===== config.mk =====
export PLATFORM = sky130hd
export DESIGN_NAME = correlator_top
export DESIGN_NICKNAME = d
export VERILOG_FILES = /design/src/design/corr_data_pkg.sv /design/src/design/corr_cfg_pkg.sv /design/src/design/correlator_top.sv /design/src/design/count_readout.sv /design/src/design/correlator_core.sv /design/src/design/lag_accumulator.sv /design/src/design/sample_delay_line.sv
export SDC_FILE = /design/constraint.sdc
export NUM_CORES = 2
export LEC_CHECK = 0
export BUFFER_PORTS_ARGS = -buffer_cell sky130_fd_sc_hd__buf_2
export CORE_AREA = 2 2 200 349
export CTS_CLUSTER_SIZE = 25
export DETAILED_ROUTE_END_ITERATION = 6
export DIE_AREA = 0 0 202 351
export PLACE_DENSITY = 0.81
export SETUP_SLACK_MARGIN = 0.5
export SYNTH_ARGS = -nofsm -noshare
export SYNTH_HDL_FRONTEND = slang
export SYNTH_SLANG_ARGS = --single-unit

===== constraint.sdc =====
create_clock -name pllclk -period 6.4 [get_ports pllclk]
set_input_delay 1.28 -clock pllclk [delete_from_list [all_inputs] [get_ports pllclk]]
set_output_delay 1.28 -clock pllclk [all_outputs]
set_load 0.1 [all_outputs]

===== src/design/corr_data_pkg.sv =====
//**************************************************
// count address layout and accumulator limits
//**************************************************

package corr_data_pkg;

	// pairs (0,1),(0,2)..(0,n-1),(1,2).. numbered row by row
	function automatic int baseline_index(input int a, input int b, input int num_inputs);
		return a * num_inputs - a * (a + 1) / 2 + (b - a - 1);
	endfunction

	function automatic int count_address(input int a, input int b, input int lag,
			input int num_inputs, input int num_lags);
		return baseline_index(a, b, num_inputs) * num_lags + lag;
	endfunction

	function automatic longint acc_max(input int width);
		return (longint'(1) <<< (width - 1)) - 1;
	endfunction

	function automatic longint acc_min(input int width);
		return -(longint'(1) <<< (width - 1));
	endfunction

endpackage


===== src/design/corr_cfg_pkg.sv =====
//**************************************************
// default correlator sizes and count width helpers
//**************************************************

package corr_cfg_pkg;

	parameter int DEF_NUM_INPUTS = 4;
	parameter int DEF_SAMPLE_WIDTH = 2;
	parameter int DEF_NUM_LAGS = 3;
	parameter int DEF_ACC_WIDTH = 12;

	// one baseline per unordered input pair
	function automatic int num_baselines(input int num_inputs);
		return num_inputs * (num_inputs - 1) / 2;
	endfunction

	function automatic int num_counts(input int num_inputs, input int num_lags);
		return num_baselines(num_inputs) * num_lags;
	endfunction

	// at least one bit even for a single count
	function automatic int addr_width(input int num_inputs, input int num_lags);
		int total;
		total = num_counts(num_inputs, num_lags);
		return (total > 1) ? $clog2(total) : 1;
	endfunction

endpackage

===== src/design/correlator_top.sv =====
//**************************************************
// correlator top, core plus count readout
//**************************************************

module correlator_top #(
	parameter int NUM_INPUTS = corr_cfg_pkg::DEF_NUM_INPUTS,
	parameter int SAMPLE_WIDTH = corr_cfg_pkg::DEF_SAMPLE_WIDTH,
	parameter int NUM_LAGS = corr_cfg_pkg::DEF_NUM_LAGS,
	parameter int ACC_WIDTH = corr_cfg_pkg::DEF_ACC_WIDTH
) (
	input logic pllclk,
	input logic reset,
	input logic [NUM_INPUTS*SAMPLE_WIDTH-1:0] samples,
	input logic smpclk,
	input logic clear,
	input logic [corr_cfg_pkg::addr_width(NUM_INPUTS, NUM_LAGS)-1:0] rd_addr,
	input logic rd_strobe,
	output logic signed [ACC_WIDTH-1:0] rd_real,
	output logic signed [ACC_WIDTH-1:0] rd_imag,
	output logic rd_overflow,
	output logic rd_valid
);

	import corr_cfg_pkg::*;

	localparam int COUNTS = num_counts(NUM_INPUTS, NUM_LAGS);

	logic [COUNTS*ACC_WIDTH-1:0] real_counts;
	logic [COUNTS*ACC_WIDTH-1:0] imag_counts;
	logic [COUNTS-1:0] overflow_flags;

	correlator_core #(
		.NUM_INPUTS(NUM_INPUTS),
		.SAMPLE_WIDTH(SAMPLE_WIDTH),
		.NUM_LAGS(NUM_LAGS),
		.ACC_WIDTH(ACC_WIDTH)
	) u_core (
		.pllclk(pllclk),
		.reset(reset),
		.clear(clear),
		.smpclk(smpclk),
		.samples(samples),
		.real_counts(real_counts),
		.imag_counts(imag_counts),
		.overflow_flags(overflow_flags)
	);

	count_readout #(
		.NUM_INPUTS(NUM_INPUTS),
		.NUM_LAGS(NUM_LAGS),
		.ACC_WIDTH(ACC_WIDTH)
	) u_readout (
		.pllclk(pllclk),
		.reset(reset),
		.rd_addr(rd_addr),
		.rd_strobe(rd_strobe),
		.real_counts(real_counts),
		.imag_counts(imag_counts),
		.overflow_flags(overflow_flags),
		.rd_real(rd_real),
		.rd_imag(rd_imag),
		.rd_overflow(rd_overflow),
		.rd_valid(rd_valid)
	);

endmodule


===== src/design/count_readout.sv =====
//**************************************************
// addressed, registered readout of one lag's counts
//**************************************************

module count_readout #(
	parameter int NUM_INPUTS = 4,
	parameter int NUM_LAGS = 3,
	parameter int ACC_WIDTH = 12
) (
	input logic pllclk,
	input logic reset,
	input logic [corr_cfg_pkg::addr_width(NUM_INPUTS, NUM_LAGS)-1:0] rd_addr,
	input logic rd_strobe,
	input logic [corr_cfg_pkg::num_counts(NUM_INPUTS, NUM_LAGS)*ACC_WIDTH-1:0] real_counts,
	input logic [corr_cfg_pkg::num_counts(NUM_INPUTS, NUM_LAGS)*ACC_WIDTH-1:0] imag_counts,
	input logic [corr_cfg_pkg::num_counts(NUM_INPUTS, NUM_LAGS)-1:0] overflow_flags,
	output logic signed [ACC_WIDTH-1:0] rd_real,
	output logic signed [ACC_WIDTH-1:0] rd_imag,
	output logic rd_overflow,
	output logic rd_valid
);

	import corr_cfg_pkg::*;

	localparam int COUNTS = num_counts(NUM_INPUTS, NUM_LAGS);

	logic addr_ok;

	assign addr_ok = int'(rd_addr) < COUNTS;

	// data holds its last value between reads
	always_ff @(posedge pllclk) begin
		if (rd_strobe) begin
			if (addr_ok) begin
				rd_real <= real_counts[rd_addr*ACC_WIDTH +: ACC_WIDTH];
				rd_imag <= imag_counts[rd_addr*ACC_WIDTH +: ACC_WIDTH];
				rd_overflow <= overflow_flags[rd_addr];
			end else begin
				rd_real <= '0;
				rd_imag <= '0;
				rd_overflow <= 1'b0;
			end
		end
	end

	always_ff @(posedge pllclk) begin
		if (!reset) begin
			rd_valid <= 1'b0;
		end else begin
			rd_valid <= rd_strobe;
		end
	end

endmodule


===== src/design/correlator_core.sv =====
//**************************************************
// per-input delay lines and per-lag accumulators
//**************************************************

module correlator_core #(
	parameter int NUM_INPUTS = 4,
	parameter int SAMPLE_WIDTH = 2,
	parameter int NUM_LAGS = 3,
	parameter int ACC_WIDTH = 12
) (
	input logic pllclk,
	input logic reset,
	input logic clear,
	input logic smpclk,
	input logic [NUM_INPUTS*SAMPLE_WIDTH-1:0] samples,
	output logic [corr_cfg_pkg::num_counts(NUM_INPUTS, NUM_LAGS)*ACC_WIDTH-1:0] real_counts,
	output logic [corr_cfg_pkg::num_counts(NUM_INPUTS, NUM_LAGS)*ACC_WIDTH-1:0] imag_counts,
	output logic [corr_cfg_pkg::num_counts(NUM_INPUTS, NUM_LAGS)-1:0] overflow_flags
);

	import corr_data_pkg::*;

	// extra tap feeds the quadrature product of the last lag
	localparam int DEPTH = NUM_LAGS + 1;

	logic [DEPTH*SAMPLE_WIDTH-1:0] line_taps [NUM_INPUTS];
	logic taps_new;

	for (genvar i = 0; i < NUM_INPUTS; i++) begin : g_line
		// all lines share smpclk, so line 0 times every accumulator
		if (i == 0) begin : g_lead
			sample_delay_line #(
				.SAMPLE_WIDTH(SAMPLE_WIDTH),
				.DEPTH(DEPTH)
			) u_line (
				.pllclk(pllclk),
				.reset(reset),
				.clear(clear),
				.smpclk(smpclk),
				.sample(samples[i*SAMPLE_WIDTH +: SAMPLE_WIDTH]),
				.taps(line_taps[i]),
				.shifted(taps_new)
			);
		end else begin : g_follow
			sample_delay_line #(
				.SAMPLE_WIDTH(SAMPLE_WIDTH),
				.DEPTH(DEPTH)
			) u_line (
				.pllclk(pllclk),
				.reset(reset),
				.clear(clear),
				.smpclk(smpclk),
				.sample(samples[i*SAMPLE_WIDTH +: SAMPLE_WIDTH]),
				.taps(line_taps[i]),
				.shifted()
			);
		end
	end

	for (genvar a = 0; a < NUM_INPUTS - 1; a++) begin : g_ref
		for (genvar b = a + 1; b < NUM_INPUTS; b++) begin : g_pair
			for (genvar k = 0; k < NUM_LAGS; k++) begin : g_lag
				localparam int ADDR = count_address(a, b, k, NUM_INPUTS, NUM_LAGS);

				// newest sample of a against b, k and k+1 strobes back
				lag_accumulator #(
					.SAMPLE_WIDTH(SAMPLE_WIDTH),
					.ACC_WIDTH(ACC_WIDTH)
				) u_acc (
					.pllclk(pllclk),
					.reset(reset),
					.clear(clear),
					.shifted(taps_new),
					.ref_sample(line_taps[a][0 +: SAMPLE_WIDTH]),
					.lag_sample(line_taps[b][k*SAMPLE_WIDTH +: SAMPLE_WIDTH]),
					.quad_sample(line_taps[b][(k+1)*SAMPLE_WIDTH +: SAMPLE_WIDTH]),
					.real_count(real_counts[ADDR*ACC_WIDTH +: ACC_WIDTH]),
					.imag_count(imag_counts[ADDR*ACC_WIDTH +: ACC_WIDTH]),
					.overflow(overflow_flags[ADDR])
				);
			end
		end
	end

endmodule


===== src/design/lag_accumulator.sv =====
//**************************************************
// real and quadrature MAC for one baseline and lag
//**************************************************

module lag_accumulator #(
	parameter int SAMPLE_WIDTH = 2,
	parameter int ACC_WIDTH = 12
) (
	input logic pllclk,
	input logic reset,
	input logic clear,
	input logic shifted,
	input logic signed [SAMPLE_WIDTH-1:0] ref_sample,
	input logic signed [SAMPLE_WIDTH-1:0] lag_sample,
	input logic signed [SAMPLE_WIDTH-1:0] quad_sample,
	output logic signed [ACC_WIDTH-1:0] real_count,
	output logic signed [ACC_WIDTH-1:0] imag_count,
	output logic overflow
);

	import corr_data_pkg::*;

	localparam int PROD_WIDTH = 2 * SAMPLE_WIDTH;
	// one guard bit over whichever operand is wider
	localparam int SUM_WIDTH = ((ACC_WIDTH > PROD_WIDTH) ? ACC_WIDTH : PROD_WIDTH) + 1;
	localparam longint ACC_HI = acc_max(ACC_WIDTH);
	localparam longint ACC_LO = acc_min(ACC_WIDTH);

	logic signed [PROD_WIDTH-1:0] real_prod;
	logic signed [PROD_WIDTH-1:0] imag_prod;
	logic signed [SUM_WIDTH-1:0] trial_real;
	logic signed [SUM_WIDTH-1:0] trial_imag;
	logic out_of_range;

	assign real_prod = ref_sample * lag_sample;
	assign imag_prod = ref_sample * quad_sample;

	assign trial_real = SUM_WIDTH'(real_count) + SUM_WIDTH'(real_prod);
	assign trial_imag = SUM_WIDTH'(imag_count) + SUM_WIDTH'(imag_prod);

	// either count leaving range freezes both
	assign out_of_range = (trial_real > ACC_HI) || (trial_real < ACC_LO) ||
		(trial_imag > ACC_HI) || (trial_imag < ACC_LO);

	always_ff @(posedge pllclk) begin
		if (!reset || clear) begin
			real_count <= '0;
			imag_count <= '0;
			overflow <= 1'b0;
		end else if (shifted && !overflow) begin
			if (out_of_range) begin
				overflow <= 1'b1;
			end else begin
				real_count <= trial_real[ACC_WIDTH-1:0];
				imag_count <= trial_imag[ACC_WIDTH-1:0];
			end
		end
	end

endmodule


===== src/design/sample_delay_line.sv =====
//**************************************************
// tapped sample shift register, advanced on strobe
//**************************************************

module sample_delay_line #(
	parameter int SAMPLE_WIDTH = 2,
	parameter int DEPTH = 4
) (
	input logic pllclk,
	input logic reset,
	input logic clear,
	input logic smpclk,
	input logic signed [SAMPLE_WIDTH-1:0] sample,
	output logic [DEPTH*SAMPLE_WIDTH-1:0] taps,
	output logic shifted
);

	// tap 0 sits in the low bits, older samples above it
	always_ff @(posedge pllclk) begin
		if (!reset || clear) begin
			taps <= '0;
		end else if (smpclk) begin
			taps <= {taps[(DEPTH-1)*SAMPLE_WIDTH-1:0], sample};
		end
	end

	// taps are new one cycle after the strobe
	always_ff @(posedge pllclk) begin
		if (!reset || clear) begin
			shifted <= 1'b0;
		end else begin
			shifted <= smpclk;
		end
	end

endmodule


# After elaboration in Yosys (flattened, before gate mapping)
# Cells that the tools add are included.
# word_totals
ff_bits,503
in_bits,18
wordCells,348
# op_classes
add_sub_neg,36
mul,25
order_cmp,74
shifts,2
n_mux,2
n_bitwise,18
n_reduce_logical,128
# ops
op,n
12-bit by 4-bit adder with 13-bit output,36
13-bit by 12-bit greater-than comparator with 1-bit output (second input constant),36
13-bit by 12-bit < comparator with 1-bit output (second input constant),36
216-bit by 10-bit indexed part select with 12-bit output,2
2-bit by 2-bit multiplier with 4-bit output,24
2-bit AND reduction,36
1-bit logical OR,55
1-bit zero test,19
1-bit logical AND,18
1-bit inverter,18
5-bit by 2-bit multiplier with 7-bit output (second input constant),1
5-bit by 6-bit < comparator with 1-bit output (second input constant),1
1-bit binary-select mux with 5-bit select,1
5-bit < comparator (second input constant),1
1-bit 2-to-1 mux,1

# Logic depth before layout (Yosys ltp)
# depth
word_depth,8
depth_mapped,18

# Hierarchy
# From an unflattened synthesis, not the netlist that was laid out.
# unflattened
hier_cells,6472
hier_area_um2,53900.4
# by_module_without_submodules
module,n_inst,cells_per_inst,area_per_inst_um2
lag_accumulator at u_core.g_ref[1].g_pair[2].g_lag[0].u_acc ...,5,331,2635.0
lag_accumulator at u_core.g_ref[0].g_pair[1].g_lag[2].u_acc ...,4,330,2655.0
lag_accumulator at u_core.g_ref[0].g_pair[1].g_lag[0].u_acc ...,2,332,2757.6
lag_accumulator at u_core.g_ref[0].g_pair[2].g_lag[1].u_acc ...,2,331,2640.0
lag_accumulator at u_core.g_ref[2].g_pair[3].g_lag[0].u_acc ...,2,324,2627.5
count_readout,1,421,4657.0
lag_accumulator at u_core.g_ref[0].g_pair[2].g_lag[0].u_acc,1,329,2743.9
lag_accumulator at u_core.g_ref[2].g_pair[3].g_lag[2].u_acc,1,328,2727.6
lag_accumulator at u_core.g_ref[1].g_pair[3].g_lag[2].u_acc,1,325,2645.0
sample_delay_line,4,30,320.3

# Least setup slack after synthesis
# No wires, ideal clock.
# synth_timing
path_type,register -> register
startpoint,reg u_core.g_line[0].g_lead.u_line.taps[0]
endpoint,reg u_core.g_ref[0].g_pair[3].g_lag[1].u_acc.imag_count[8]
arrival_time_ps,4808
required_ps,6331
slack_ps,1523
path_stages_with_launch,17
path_buffers,1
cell_sequence,dfxtp_1 clkbuf_1 nand2b_1 fa_1 inv_1 ha_1 xor2_1 ha_1 a21o_1 a21o_1 a21oi_1 mux2_2 nor4_2 xnor2_1 nor4_4 or4b_1 o21ai_1
# synth_via
elab_chain_len,8
word_cells_on_any_way,13
classes_between,add/sub: 2; mul: 2; order compare: 4; bitwise: 1; reduce/logical: 4
# synth_rtl
item,line_no,text
start: declaration,sample_delay_line.sv:14,"output logic [DEPTH*SAMPLE_WIDTH-1:0] taps,"
start signal: assignment,sample_delay_line.sv:23,"taps <= {taps[(DEPTH-1)*SAMPLE_WIDTH-1:0], sample};"
2-bit by 2-bit multiplier with 4-bit output,lag_accumulator.sv:35,assign real_prod = ref_sample * lag_sample;
12-bit by 4-bit adder with 13-bit output,lag_accumulator.sv:38,assign trial_real = SUM_WIDTH'(real_count) + SUM_WIDTH'(real_prod);
13-bit by 12-bit greater-than comparator with 1-bit output or 13-bit by 12-bit < comparator with 1-bit output (tied branches),lag_accumulator.sv:42,assign out_of_range = (trial_real > ACC_HI) || (trial_real < ACC_LO) ||
1-bit logical OR (2 in series),lag_accumulator.sv:42,
1-bit logical OR,lag_accumulator.sv:43,(trial_imag > ACC_HI) || (trial_imag < ACC_LO);
1-bit inverter (no source line),n/a,
2-bit AND reduction (no source line),n/a,
end signal: assignment,lag_accumulator.sv:55,imag_count <= trial_imag[ACC_WIDTH-1:0];
end: declaration,lag_accumulator.sv:17,"output logic signed [ACC_WIDTH-1:0] imag_count,"
# Parallel ways exist; a longest one is shown, timed or not.
# A chain may end at the register's enable or synchronous reset.

# Worst setup path in the final report
# layout_timing
startpoint,reg u_core.g_line[0].g_lead.u_line.taps[1]
endpoint,reg u_core.g_ref[0].g_pair[2].g_lag[0].u_acc.imag_count[9]
# layout_via
elab_chain_len,8
word_cells_on_any_way,13
classes_between,add/sub: 2; mul: 2; order compare: 4; bitwise: 1; reduce/logical: 4
# layout_rtl
item,line_no
2-bit by 2-bit multiplier with 4-bit output,lag_accumulator.sv:35
12-bit by 4-bit adder with 13-bit output,lag_accumulator.sv:38
13-bit by 12-bit greater-than comparator with 1-bit output or 13-bit by 12-bit < comparator with 1-bit output (tied branches),lag_accumulator.sv:42
1-bit logical OR (2 in series),lag_accumulator.sv:42
1-bit logical OR,lag_accumulator.sv:43
1-bit inverter (no source line),n/a
2-bit AND reduction (no source line),n/a
end signal: assignment,lag_accumulator.sv:55
end: declaration,lag_accumulator.sv:17
# Parallel ways exist; a longest one is shown, timed or not.

==> qor.yml <==
synth_top_area_frac: 0.218
ys_seq_area_frac: 0.236
cts-root-buf: "clkbuf_16"
synth_edf_count: 25
grt-ovfl-total: 0
routedWlPerCell_um: 21.7
synthesis.area_mm2: 0.0438
worst_pin_slew_ns: 1.23
rsz0062_at_grt: "false"
dp_hpwl_um: 95100
cts_tree: "done"
yosys_register_bits: 503
worstSkewPairLatency_ns: 0.64
htree_levels: 2
start_util: 0.642
synth.area.top_cells: "dfxtp_1 (22%), ha_1 (17%), mux4_2 (6.2%), nand3_1 (4.4%), o21ai_0 (4.1%)"
finalCritPeriodShare: 0.864
worst_setup_path_end_kind: "flop"
crit_type: "reg2reg"
cts_made_buffers: 51
die_h_um: 351
placed_cells: 5728
p_per_area_mw_per_mm2: 149
drtPass1Iterations: 7
cts_resized: 0
synth_flop_cell: "dfxtp_1"
yosysWarningCount: 0
drv_cap: 0
fillCellCount: 5334
fmax_ghz: 0.181
viasPerCell: 6.60
clockBufferDepth: 3
grt_pass1_vias: 37800
final_util: 0.679
synth_top_area_cell: "dfxtp_1"
ios: 44
max_slew_margin: 0.175
grt_pass1_wl_um: 198000
cp_data_required_time_ns: 6.89
crit_arrival_ns: 6.02
grtUsageTotal: 0.351
setup-violations-final: 0
drive_gt1_frac: 0.0804
hold_class: "reg2reg"
cts_sinks: 503
drc: 0
critPathLaunch: "u_core.g_line[0].g_lead.u_line.taps[1]"
core_mm2: 0.0682
area_growth_pct: 5.62
synth_cell_types: 83
skew_ns: 0.0354
wirelength_um: 126000
status: "finished, final reports clean"
reg2reg_from: "u_core.g_line[0].g_lead.u_line.taps[1]"
gp_congestion: 0.958
slew_viol_final: 0
cp_max_fo: 19
syn_avg_cell_area_um2: 8.67
nets: 5554
antenna_found_initial: 7
num_rows: 127
cts.clk_slew.worst_paths_ns: 0.07
io_buffers: 43
critPathLaunchType: "flop"
drt_iter0_markers: 3053
async_flop_share: 0
die_area_mm2: 0.0709
finalHoldViolations: 0
ant_nets: 0
layout_min_cycle_time_ns: 5.53
grt_max_degree: 166
syn_inst: 5049
final_cell_count_no_fill: 5817
syn-num-nets: 5725
cts_setup_buffers: 0
leakage_nw: 20.9
die_w_um: 202
peakVddDrop_mv: 0.189
ctsHoldBuffers: 0
finalSetupTns_ns: 0
num_vias: 38400
==> cell families after synthesis <==
group,after synthesis,share of synthesized area
buf+inv,539,0.0466
compound gates,1384,0.205
xor+xnor,345,0.0706
simple gates,1364,0.150
flops,503,0.236
fa+ha+maj,658,0.198
mux,256,0.0939
==> worst max-delay path: stages, from the launching register on <==
cell      delay (ns)
dfxtp_1         0.79
buf_4           0.28
nand2_1         0.09
fa_1            0.39
inv_1           0.07
ha_1            0.15
xor2_1          0.84
ha_1            0.45
o21ai_0         0.13
o21ai_0         0.13
a31o_2          0.28
a31oi_1         0.27
xnor2_1         0.16
nor3_1          0.37
nand2b_1        0.18
mux2_2          0.57
mux2i_1         0.20
==> final timing paths <==
kind,end,slack (ns),depth (start not counted)
max reg2reg,flop,0.87,16
min reg2reg,flop,0.48,2
min,flop,0.48,2
max,flop,0.87,16
==> synth_stat cells, drive strengths merged, types with 66 or more instances <==
master,n
o21ai,366
xor2,140
nor2,279
dfxtp,478
a21oi,282
ha,598
nand2,329
nor3,66
o21a,70
mux4,121
inv,197
clkbuf,284
nand2b,79
mux2i,109
o31ai,200
xnor2,200
nand3,384
a21o,144
==> registers in the layout, summed over array words and instances, names as in the netlist <==
signal	flops
u_core.g_ref.g_pair.g_lag.u_acc.overflow	18
u_core.g_ref.g_pair.g_lag.u_acc.imag_count	216
u_core.g_ref.g_pair.g_lag.u_acc.real_count	216
u_core.g_line.g_follow.u_line.taps	24
u_core.g_line.g_lead.u_line.shifted	1
u_readout.rd_real	12
u_readout.rd_imag	12
u_readout.rd_overflow	1
u_core.g_line.g_lead.u_line.taps	2
u_readout.rd_valid	1
==> where the power goes <==
group	switching (mW)	internal, mW
clock	1.41	1.79
sequential	0.0128	3.17
combinational	0.381	0.145
total	1.80	5.11
==> cell usage in the layout, fill, tap and decap left out, drive strengths merged, types with 11 or more instances in the layout <==
cell	netlist	routed
a211o	12	12
a211oi	53	53
a21o	144	144
a21oi	282	282
a31o	16	16
a31oi	41	41
and2	39	39
and3	20	20
buf	58	117
clkbuf	284	68
dfxtp	478	478
edfxtp	25	25
fa	60	60
ha	598	598
inv	197	200
mux2	26	26
mux2i	109	109
mux4	121	121
nand2	329	329
nand2b	79	79
nand3	384	384
nand4	24	24
nor2	279	279
nor2b	56	56
nor3	66	66
nor4	14	14
o211ai	20	20
o21a	70	70
o21ai	366	366
o21bai	40	40
o31a	15	15
o31ai	200	200
o41ai	31	31
or2	11	11
or3	27	27
xnor2	200	200
xor2	140	140
==> per-layer routing <==
layer / global-route usage / up-vias / wire length, µm
met5: 0 / - / 52
met1: 0.354 / 18500 / 43800
li1: - / 18200 / -
met2: 0.634 / 1211 / 62700
met3: 0.0542 / 479 / 7630
met4: 0.296 / 8 / 12100
==> area by class of cell <==
cell class / count / area, µm² / share of cell area
clock inverter: 20 / 265 / 0.00573
antenna: 2 / 5.00 / 0.000108
tap: 903 / 1130 / 0.0244
clock buffer: 67 / 1450 / 0.0313
multi-input combinational: 4007 / 31500 / 0.681
sequential: 503 / 10300 / 0.223
timing repair buffer: 118 / 840 / 0.0181
inverter: 197 / 739 / 0.0160
==> through the flow <==
stage	cell area (µm²)	hold WS, ns	power, mW	setup WS (ns)
after detailed placement	44500	0.472	3.77	1.07
after global routing	46300	0.501	7.07	0.519
after floorplan	43800	0.442	3.63	1.52
final	46300	0.479	6.91	0.870
after global placement	44500	0.455	3.76	1.19
after CTS	46300	0.483	6.91	1.04
Power figures use the tool's default switching activity.
